<file path="config.mk">
export PLATFORM = sky130hd
export DESIGN_NAME = issue_stage
export DESIGN_NICKNAME = d
export VERILOG_FILES = /design/src/design/wb_types_pkg.sv /design/src/design/rf_types_pkg.sv /design/src/design/issue_stage.sv
export VERILOG_INCLUDE_DIRS = /design/src /design/src/include
export SDC_FILE = /design/constraint.sdc
export NUM_CORES = 1
export LEC_CHECK = 0
export BUFFER_PORTS_ARGS = -buffer_cell sky130_fd_sc_hd__buf_4
export CORE_AREA = 2 2 46 48
export CTS_CLUSTER_DIAMETER = 80
export DETAILED_ROUTE_END_ITERATION = 10
export DIE_AREA = 0 0 48 50
export HOLD_SLACK_MARGIN = 0.06
export PLACE_DENSITY = 0.77
export SYNTH_ARGS = -nofsm -noshare
export SYNTH_HDL_FRONTEND = slang
export SYNTH_SLANG_ARGS = --single-unit
</file>
<file path="constraint.sdc">
create_clock -name clk -period 2.3 [get_ports clk]
set_clock_uncertainty 0.2 [all_clocks]
set_input_delay 0.23 -clock clk [delete_from_list [all_inputs] [get_ports clk]]
set_output_delay 0.23 -clock clk [all_outputs]
set_load 0.1 [all_outputs]
</file>
<file path="src/include/regfile_cfg.svh">
////////////////////////////////////////
// Register file sizing macros
// Physical registers, read ports, writeback groups, data width
////////////////////////////////////////
`ifndef REGFILE_CFG_SVH
`define REGFILE_CFG_SVH

// Physical register count, entry 0 reads as zero
`define RF_NUM_PHYS_REGS 64

// Source operands per instruction (rs1, rs2)
`define RF_READ_PORTS 2

// Writeback groups
// Group 0 single-cycle results, group 1 multi-cycle results
`define RF_NUM_WB_GROUPS 2

// Register width
`define RF_XLEN 32

`endif
</file>
<file path="src/design/wb_types_pkg.sv">
////////////////////////////////////////
// Writeback group select and group names
////////////////////////////////////////
`include "regfile_cfg.svh"

package wb_types_pkg;

    // Selects one writeback group
    typedef logic [$clog2(`RF_NUM_WB_GROUPS)-1:0] wb_group_t;

    // Group names
    typedef enum logic {
        WB_SINGLE = 1'b0,
        WB_MULTI  = 1'b1
    } wb_group_e;

endpackage

</file>
<file path="src/design/rf_types_pkg.sv">
////////////////////////////////////////
// Physical register addressing and data types
////////////////////////////////////////
`include "regfile_cfg.svh"

package rf_types_pkg;

    // Physical register index
    // Address 0 is the constant-zero register
    typedef logic [$clog2(`RF_NUM_PHYS_REGS)-1:0] phys_addr_t;

    // One register value
    typedef logic [`RF_XLEN-1:0] reg_data_t;

    // Read port names
    typedef enum logic {
        RS1 = 1'b0,
        RS2 = 1'b1
    } rs_index_e;

endpackage

</file>
<file path="src/design/issue_stage.sv">
////////////////////////////////////////
// One-entry issue register
// Readiness and release toggle for the destination
////////////////////////////////////////
`timescale 1ns/1ps
`include "regfile_cfg.svh"

module issue_stage
    import rf_types_pkg::*;
    import wb_types_pkg::*;
(
    input  logic       clk,
    input  logic       rst,
    input  logic       decode_advance,
    input  logic       decode_uses_rd,
    input  logic       decode_single_cycle,
    input  logic       issue_fire,
    input  logic       gc_fetch_flush,
    input  phys_addr_t decode_phys_rs_addr [`RF_READ_PORTS],
    input  phys_addr_t decode_phys_rd_addr,
    input  wb_group_t  decode_rs_wb_group [`RF_READ_PORTS],
    input  logic       issue_inuse [`RF_READ_PORTS],
    output logic       issue_valid,
    output logic       issue_ready,
    output logic       single_cycle_or_flush,
    output phys_addr_t issue_phys_rs_addr [`RF_READ_PORTS],
    output phys_addr_t issue_phys_rd_addr,
    output wb_group_t  issue_rs_wb_group [`RF_READ_PORTS]
);

    // Destination was marked in use at decode
    logic issue_rd_marked;
    logic issue_single_cycle;

    ////////////////////////////////////////
    // Entry registers
    ////////////////////////////////////////

    // Valid flag, reload wins over fire and flush
    always_ff @(posedge clk) begin
        if (rst) begin
            issue_valid <= 1'b0;
        end else if (decode_advance) begin
            issue_valid <= 1'b1;
        end else if (issue_fire || gc_fetch_flush) begin
            issue_valid <= 1'b0;
        end
    end

    // Payload
    always_ff @(posedge clk) begin
        if (decode_advance) begin
            issue_phys_rs_addr <= decode_phys_rs_addr;
            issue_rs_wb_group  <= decode_rs_wb_group;
            issue_phys_rd_addr <= decode_phys_rd_addr;
            issue_single_cycle <= decode_single_cycle;
            // Same condition as the decode toggle in the register file
            issue_rd_marked    <= decode_uses_rd && (decode_phys_rd_addr != '0)
                                  && !gc_fetch_flush;
        end
    end

    ////////////////////////////////////////
    // Readiness and release
    ////////////////////////////////////////

    // Both sources available
    assign issue_ready = issue_valid && !issue_inuse[RS1] && !issue_inuse[RS2];

    // Single-cycle fire or flush frees rd right away
    // Multi-cycle rd waits for its group 1 commit
    assign single_cycle_or_flush = issue_valid && issue_rd_marked &&
                                   ((issue_fire && issue_single_cycle) || gc_fetch_flush);

    ////////////////////////////////////////
    // Assertions
    ////////////////////////////////////////

    // Fire only once the register file reports both sources free
    assert property (@(posedge clk) disable iff (rst) issue_fire |-> issue_ready)
    else
        $error("issue_fire while not ready");

    // A live entry may only be replaced when it leaves this cycle
    assert property (@(posedge clk) disable iff (rst)
        decode_advance |-> (!issue_valid || issue_fire || gc_fetch_flush))
    else
        $error("decode overwrote a waiting issue entry");

endmodule

</file>
==> results of run 1 <==
[layout make-up]
class                      count  share of cell area
sequential                    23               0.476
multi-input combinational     10              0.0516
tap                           27              0.0236
inverter                       1             0.00262
clock buffer                   4              0.0184
timing repair buffer          74               0.428
[path summary, 6_finish.rpt]
| check | startpoint | end | cells past startpoint |
|---|---|---|---|
| max | issue_valid | issue_valid | 3 |
| min | decode_uses_rd | issue_rd_marked | 3 |
| max reg2reg | issue_valid | issue_valid | 3 |
| min reg2reg | issue_valid | issue_valid | 3 |
[cell usage in the layout (no fill, tap or decap)]
| master | count |
|---|---|
| buf_4 | 51 |
| nor2_4 | 1 |
| dfxtp_1 | 1 |
| nor3b_4 | 1 |
| nor4_1 | 1 |
| clkbuf_1 | 1 |
| nand2b_1 | 1 |
| nand2_1 | 1 |
| inv_1 | 1 |
| or3b_1 | 1 |
| clkbuf_4 | 3 |
| dlygate4sd3_1 | 23 |
| nor2_1 | 1 |
| edfxtp_1 | 22 |
| a21oi_1 | 3 |
[state kept, by name, summed over array words and instances (netlist names)]
signal,count
issue_phys_rs_addr,12
issue_phys_rd_addr,6
issue_rs_wb_group,2
issue_rd_marked,1
issue_single_cycle,1
issue_valid,1
[kinds of logic after synthesis]
kind of cell | count (synthesis) | share of synthesized area
buf+inv | 1 | 0.00507
simple gates | 7 | 0.0542
compound gates | 3 | 0.0203
flops | 23 | 0.920
[worst reg2reg max path, delay by kind of cell, from the launching register on]
kind                   cells  cell delay, ns
AOI/OAI and AO/OA          1            0.17
buffers and inverters      1            0.57
DFF                        1            0.38
and+or+nand+nor            1            0.36
[stage by stage]
| stage | area (um^2) | hold WS (ns) | TNS [ns] |
|---|---|---|---|
| floorplan | 758 | 0.0991 | -0.0606 |
| global placement | 1170 | 0.186 | 0 |
| detailed placement | 1170 | 0.195 | 0 |
| CTS | 1430 | 0.0845 | 0 |
| global route | 1430 | 0.0971 | 0 |
| finish | 1430 | 0.0877 | 0 |
[routing by layer]
metal,global-route usage,wire (um),vias up
met5,0,0,-
met4,0.0811,46,0
met3,0.0403,94,6
met2,0.309,1100,29
met1,0.153,611,273
li1,-,-,288
[where the power goes]
part	internal [mW]	switching [mW]	leakage (nW)
logic	0.0967	0.259	0.371
registers	0.494	0.00844	0.224
clock network	0.0675	0.110	0.0150
[repair_timing]
item                                   CTS  global route
setup buffers                            0             0
endpoints found under the hold margin   22             0
hold buffers                            23             0
==> run metrics, run 1 <==
Worst Setup End Kind=register; Synth Register Bits=23; crit path kind=reg2reg; FFs w/ async S/R, synth=0; fin crit share=0.751; Die Y=about 50 um; drt wl/cell=approximately 13 um; Pre-Repair DR Iteration Count=3; critical path data arrival time=1.77 ns; first-pass GRT wire length=2660 um; clock latency on the worst-skew pair=roughly 0.3 ns; final wirelength=around 1800 um; most frequent cell after synthesis=edfxtp_1; post-cts sizing count=0; EDFF count, synth=22; largest net degree at the start of global routing=24; final worst-path setup slack=roughly 0.57 ns; Reg area=~680 um^2; Layout Cells excl Fill=between 100 and 150; Cells after Synth=34; max incr delay on CP=0.57 ns; Final ANT Viol Nets=0; CP Buf/Inv Count=1; Worst Setup Start Kind=register; Primary FF master, synth=edfxtp_1; Pleak=~0.6 nW; GRT Total Usage=0.166; post-layout minimum cycle time=1.73 ns; Initial Util=0.389; CP max-delay cell=dlygate4sd3_1; DRC=0; VDD IR max=about 0.53 mV; Clock Root Buffer=clkbuf_4; Crit path max-delay family=buffers and inverters; I/O pin total=52; pre-CTS setup slack=1.00 ns; syn nets=63; post-synth top area cell=edfxtp_1; Fin. Hold Viols=0; Synth Cell Area=739 um^2; detailed-route vias per instance=4.29; CTS Sinks=23; Area contributors post-synth=edfxtp_1, dfxtp_1, a21oi_1; floorplan core area=between 1500 and 2000 um^2; pwr/cell area=724 nW/um^2; CTS Buffer Depth=2; Slew Limit Fails=0; DIE AREA=approximately 2400 um^2; crit-path max FO=4; # port buffers=a little over 50; Fill cells=roughly 130; dpl cells=about 110; grt ovf=0; slew at the pin with the worst max-slew slack=between 0.2 and 0.3 ns; initial antenna violation count=0; CTS tree=done; Slew headroom=0.817; Die Wd=approximately 48 um; Synth Warn #=0; synthesis-to-layout area growth=93.6%; Routability Congestion=between 0.7 and 0.8; chain of cells forming the critical path=or3b_1 -> a21oi_1 -> dlygate4sd3_1; type of the most critical hold path=in2reg; utilization after layout=0.753; R2R Setup Slk=0.57 ns; status=complete, no violations; Max Freq=579 MHz; max_cap viols=0; RSZ-0062 raised after global routing=false; Multi-input gate area=approximately 74 um^2; drt first-iter violations=4; Final Power=~1.0 mW; H-tree lvl count=1; Synth cell types=10; Total Nets Final=142; Antenna Cells=0; final setup vio count=0; Post-synth top cells=edfxtp_1, a21oi_1, nor2_1; share of layout cells above drive strength 1=0.500; row cnt=16; post-synthesis sequential area ratio=0.920; Yosys top cell area share=0.893; vias in the first global route=~600; Reg clk slew, reported paths=roughly 0.12 ns; worst endpoint required time=around 2.4 ns; routed vias=596; Post-Syn Area per Cell=roughly 22 um^2; CTS Buf Count=3
No activity file was read; power rests on OpenSTA's default activity.
==> run 2, diff against run 1 <==
- CORE_AREA: 2 2 46 48 -> 2 2 48 50
- DIE_AREA: 0 0 48 50 -> 0 0 50 52
- PLACE_DENSITY: 0.77 -> 0.71
- clock period: 2.3 -> 1.7 ns (I/O delays scaled with it)
==> run 2 against run 1 <==
- sequential power rose by 35%
- core utilization fell by 4.3 points
- cell area rose by 4.5%
- power rose by 36%
- global-route usage fell by 2.9 points
- critical endpoint is now issue_rd_marked
- highest routed layer unchanged
==> run metrics, run 2 (synthesis results as in run 1) <==
drt wl/cell=11.6 um (-13%); pwr/cell area=944 nW/um^2 (+30%); Total Nets Final=147 (+3.5%); critical path data arrival time=1.48 ns (-0.29 ns); switching share of power=0.365 (+0.000659); Max Freq=roughly 620 MHz; slew at the pin with the worst max-slew slack=0.280 ns (+0.00532 ns); Slew headroom=0.812 (-0.00527); Worst Setup End Kind=register; Pre-Repair DR Iteration Count=2 (-1); RSZ-0062 raised after global routing=false; FF-to-FF Start=issue_valid; post-layout minimum cycle time=1.62 ns; Final Power=1.41 mW (+36%); DRC=0 (unchanged); Final ANT Viol Nets=0 (unchanged); clock latency on the worst-skew pair=0.30 ns (about the same); Layout Cells excl Fill=145 (+4.3%); type of the most critical hold path=in2reg; DIE AREA=2600 um^2 (+8.3%); detailed-route vias per instance=4.03 (-5.9%); Antenna Cells=0 (unchanged); WHS Path Cells=2 (-1); TNS Setup=0 ns (unchanged); I/O pin total=52 (unchanged); dpl cells=113 (+0.89%); clock share of power=0.170 (about the same); largest net degree at the start of global routing=24 (unchanged); startpoint of the worst hold path=decode_phys_rs_addr[2]; hold path endpoint=issue_phys_rs_addr[2]; sequential fraction of design power=0.482 (-0.003); drt first-iter violations=3 (-1); R2R Setup Slk=0.56 ns (about the same); Pint=895 uW (+36%); VDD IR max=0.723 mV (+36%); Initial Util=0.351 (-0.0377); grt ovf=0 (unchanged); floorplan core area=2110 um^2 (+11%); Hold Slack=0.373 ns (+0.286 ns); final wirelength=1690 um (-8.9%); status=complete, no violations; CTS Buf Count=3 (unchanged); Fin. Hold Viols=0 (unchanged); Pleak=0.634 nW (+4.1%); largest registers=issue_phys_rs_addr x12, issue_phys_rd_addr x6, issue_rs_wb_group x2; max reg flops=12 (unchanged); switching pwr=515 uW (+36%); first-pass GRT wire length=2530 um (-4.9%); fin crit share=0.955; utilization after layout=0.710 (-0.0426); H-tree lvl count=1 (unchanged); Die Y=52 um (+4.0%); CTS tree=done; final setup vio count=0 (unchanged); max_cap viols=0 (unchanged); Clock Root Buffer=clkbuf_4; CTS Sinks=23 (unchanged); Routability Congestion=0.592 (-22%); crit-path max FO=1 (-3); Fill cells=133 (+1.5%); Reg clk slew, reported paths=0.12 ns (about the same); row cnt=17 (+1); combinational share of power=0.348 (+0.004); initial antenna violation count=0 (unchanged); synthesis-to-layout area growth=102%; GRT Total Usage=0.137 (-0.0289); commonest non-fill, non-tap cell in the layout=buf_4; Worst Setup Start Kind=input port; reg-to-reg endpoint=issue_valid; crit path kind=in2reg; R2R depth=2 (-1); Top reg by flops=issue_phys_rs_addr; # port buffers=51 (unchanged); most frequent cells in the layout=buf_4, dlygate4sd3_1, edfxtp_1, clkbuf_4, a21oi_1; CP Launch Point=decode_uses_rd; routed vias=585 (-1.8%); Slew Limit Fails=0 (unchanged); CTS Buffer Depth=2 (unchanged); share of layout cells above drive strength 1=0.521 (+0.0214); Die Wd=50 um (+4.2%); vias in the first global route=573 (-3.9%); worst endpoint required time=1.56 ns (-0.79 ns)
[run 2: area by class of cell]
cell class | instances | area, um^2 | area share
clock buffer | 3 | 22.5 | 0.0151
clock inverter | 1 | 5.00 | 0.00335
inverter | 1 | 3.75 | 0.00251
multi-input combinational | 10 | 80.1 | 0.0536
sequential | 23 | 684 | 0.458
tap | 28 | 35.0 | 0.0234
timing repair buffer | 79 | 664 | 0.444
[run 2: metal layers]
layer  global-route usage  part of all wire  up-vias
met5                    0                 0        -
met4               0.0833             0.011        0
met3               0.0172             0.039        2
met2                0.263              0.61       25
met1                0.140              0.34      260
li1                     -                 -      298
[run 2: timing repair]
action,4_1_cts,5_1_grt
endpoints found under the hold margin,32,1
gates resized for setup,0,3
buffers inserted,0,1
hold buffers,26,2
endpoints found under the setup margin,0,1
[run 2: worst max-delay path by stage]
stage / endpoint / slack, ns / cells past startpoint
finish: issue_rd_marked / 0.08 / 5
global route: issue_ready / 0.03 / 3
CTS: issue_valid / 0.03 / 5
detailed placement: single_cycle_or_flush / 0.48 / 3
global placement: issue_rd_marked / 0.49 / 3
floorplan: issue_ready / -0.1 / 1
[run 2: worst max-delay path, cell delays in order]
cell and delay (ns):
dlygate4sd3_1 0.54, buf_4 0.13, nand2b_1 0.05, dlygate4sd3_1 0.54, a21oi_1 0.04
[run 2: power groups by stage]
stage	clock (mW)	sequential, mW	combinational [mW]
finish	0.240	0.680	0.491
global route	0.270	0.684	0.506
detailed placement	0	0.693	0.437
floorplan	0	0.984	0.0224
global placement	0	0.692	0.435
CTS	0.250	0.680	0.485
[run 2: through the flow]
stage	area (um^2)	setup slack [ns]
5_1_grt	1500	0.0273
2_1_floorplan	762	-0.0997
4_1_cts	1470	0.0293
3_5_place_dp	1180	0.481
3_3_place_gp	1180	0.491
6_report	1500	0.0770
==> run 3, diff against run 2 <==
- CORE_AREA: 2 2 48 50 -> 2 2 44 54
- DIE_AREA: 0 0 50 52 -> 0 0 46 56
- PLACE_DENSITY: 0.71 -> 0.72
==> run 3 against run 2 <==
- via count grew 2.2%
- register-to-register slack got worse by 0.50 ns
- combinational power decreased by 0.8%
- cell count is 6.2% lower
- first-iteration DRC count grew to 3.0 times the previous value
==> run metrics, run 3 (synthesis results as in run 1) <==
reg-to-reg endpoint=issue_valid; detailed-route vias per instance=4.40 (+9.0%); Worst Setup Start Kind=register; Slew Limit Fails=0 (unchanged); Slew headroom=0.648 (-0.163); pre-CTS setup slack=0.496 ns (+0.0146 ns); final wirelength=1770 um (+4.8%); utilization after layout=0.723 (+0.0134); Die Y=56 um (+7.7%); final instance area=1470 um^2 (-1.9%); Pleak=0.625 nW (-1.5%); Layout Cells excl Fill=136 (-6.2%); first-pass GRT wire length=2550 um (+1.1%); Final ANT Viol Nets=0 (unchanged); worst endpoint required time=1.75 ns (+0.19 ns); VDD IR max=0.757 mV (+4.7%); Final Power=1.41 mW (-0.36%); FF-to-FF Start=issue_valid; floorplan core area=2030 um^2 (-3.7%); pwr/cell area=959 nW/um^2 (+1.6%); CTS Sinks=23 (unchanged); Fill cells=143 (+7.5%); type of the most critical hold path=in2reg; startpoint of the worst hold path=decode_single_cycle; R2R Setup Slk=0.06 ns (-0.50 ns); CTS Buffer Depth=2 (unchanged); post-CTS setup buffers=0 (unchanged); CTS tree=done; max reg flops=12 (unchanged); routed vias=598 (+2.2%); Routability Congestion=0.625 (+5.6%); vias in the first global route=603 (+5.2%); Reg clk slew, reported paths=0.12 ns (about the same); commonest non-fill, non-tap cell in the layout=buf_4; R2R depth=3 (+1); Max Freq=610 MHz (-1.0%); CTS Buf Count=3 (unchanged); crit path kind=reg2reg; DRC=0 (unchanged); largest registers=issue_phys_rs_addr x12, issue_phys_rd_addr x6, issue_rs_wb_group x2; Clock Root Buffer=clkbuf_4; Worst Setup End Kind=register; # port buffers=51 (unchanged); GRT Total Usage=0.139 (+0.00166); crit-path max FO=4 (+3); post-cts sizing count=0 (unchanged); RSZ-0062 raised after global routing=false; slew at the pin with the worst max-slew slack=0.526 ns (+0.246 ns); H-tree lvl count=1 (unchanged); Die Wd=46 um (-8.0%); TNS Setup=0 ns (unchanged); max_cap viols=0 (unchanged); status=complete, no violations; Fin. Hold Viols=0 (unchanged); drt first-iter violations=9 (+6); DIE AREA=2580 um^2 (-0.92%); drt wl/cell=13.0 um (+12%); final setup vio count=0 (unchanged); Antenna Cells=0 (unchanged); clock latency on the worst-skew pair=0.30 ns (about the same); row cnt=18 (+1); critical path data arrival time=1.69 ns (+0.21 ns); fin crit share=0.965 (+0.00994); WHS Path Cells=2 (unchanged); I/O pin total=52 (unchanged); share of layout cells above drive strength 1=0.491 (-0.0300); hold path endpoint=issue_single_cycle; final worst-path setup slack=0.0601 ns (-0.0169 ns); largest net degree at the start of global routing=24 (unchanged); Hold Slack=0.380 ns (+0.00627 ns); Top reg by flops=issue_phys_rs_addr; dpl cells=105 (-7.1%); Total Nets Final=146 (-0.68%); most frequent cells in the layout=buf_4, dlygate4sd3_1, edfxtp_1, a21oi_1, clkbuf_4; post-layout minimum cycle time=1.64 ns (+0.0169 ns); synthesis-to-layout area growth=98.3%; grt ovf=0 (unchanged); placed standard-cell area=1170 um^2 (-0.85%); Pre-Repair DR Iteration Count=2 (unchanged); initial antenna violation count=0 (unchanged); Initial Util=0.365 (+0.0137)
run 3: cell types whose count changed in the layout (fill, tap and decap cells not counted):
cell	previous run	this run
a21oi_1	2	3
a21oi_2	1	0
buf_6	1	0
clkbuf_1	0	1
clkinv_2	1	0
or3b_1	0	1
or3b_4	1	0
run 3: layout make-up:
| class | instances | area [um^2] | share of cell area |
|---|---|---|---|
| inverters | 1 | 3.75 | 0.00256 |
| clock buffers | 4 | 26.3 | 0.0179 |
| multi-input cells | 10 | 73.8 | 0.0503 |
| well taps | 20 | 25.0 | 0.0171 |
| repair buffers | 78 | 653 | 0.445 |
| flip-flops and latches | 23 | 684 | 0.467 |
run 3: how the worst max path moves through the flow:
stage / start / to / slack, ns
2_1_floorplan: issue_valid / issue_ready / -0.1
3_3_place_gp: issue_single_cycle / single_cycle_or_flush / 0.51
3_5_place_dp: issue_single_cycle / single_cycle_or_flush / 0.50
4_1_cts: issue_valid / issue_valid / 0.05
5_1_grt: issue_valid / issue_valid / 0.01
6_report: issue_valid / issue_valid / 0.06
run 3: critical path, cell delays in order, from the launching register on:
cell,delay (ns)
dfxtp_4,0.37
or3b_1,0.35
a21oi_1,0.12
dlygate4sd3_1,0.55
run 3: routing by layer:
| layer | vias to the layer above | track usage | part of all wire |
|---|---|---|---|
| met2 | 22 | 0.268 | 0.60 |
| met5 | - | 0 | 0 |
| li1 | 295 | - | - |
| met1 | 279 | 0.125 | 0.36 |
| met4 | 0 | 0.0735 | 0.011 |
| met3 | 2 | 0.0195 | 0.030 |
run 3: timing repair:
action	4_1_cts	5_1_grt
hold endpoints to repair	23	10
hold buffers	25	2
endpoints found under the setup margin	0	1
run 3: report_power, final:
| group | internal, mW | switching, mW |
|---|---|---|
| Sequential | 0.668 | 0.0127 |
| Clock | 0.0912 | 0.147 |
| Combinational | 0.137 | 0.350 |
| Total | 0.896 | 0.509 |
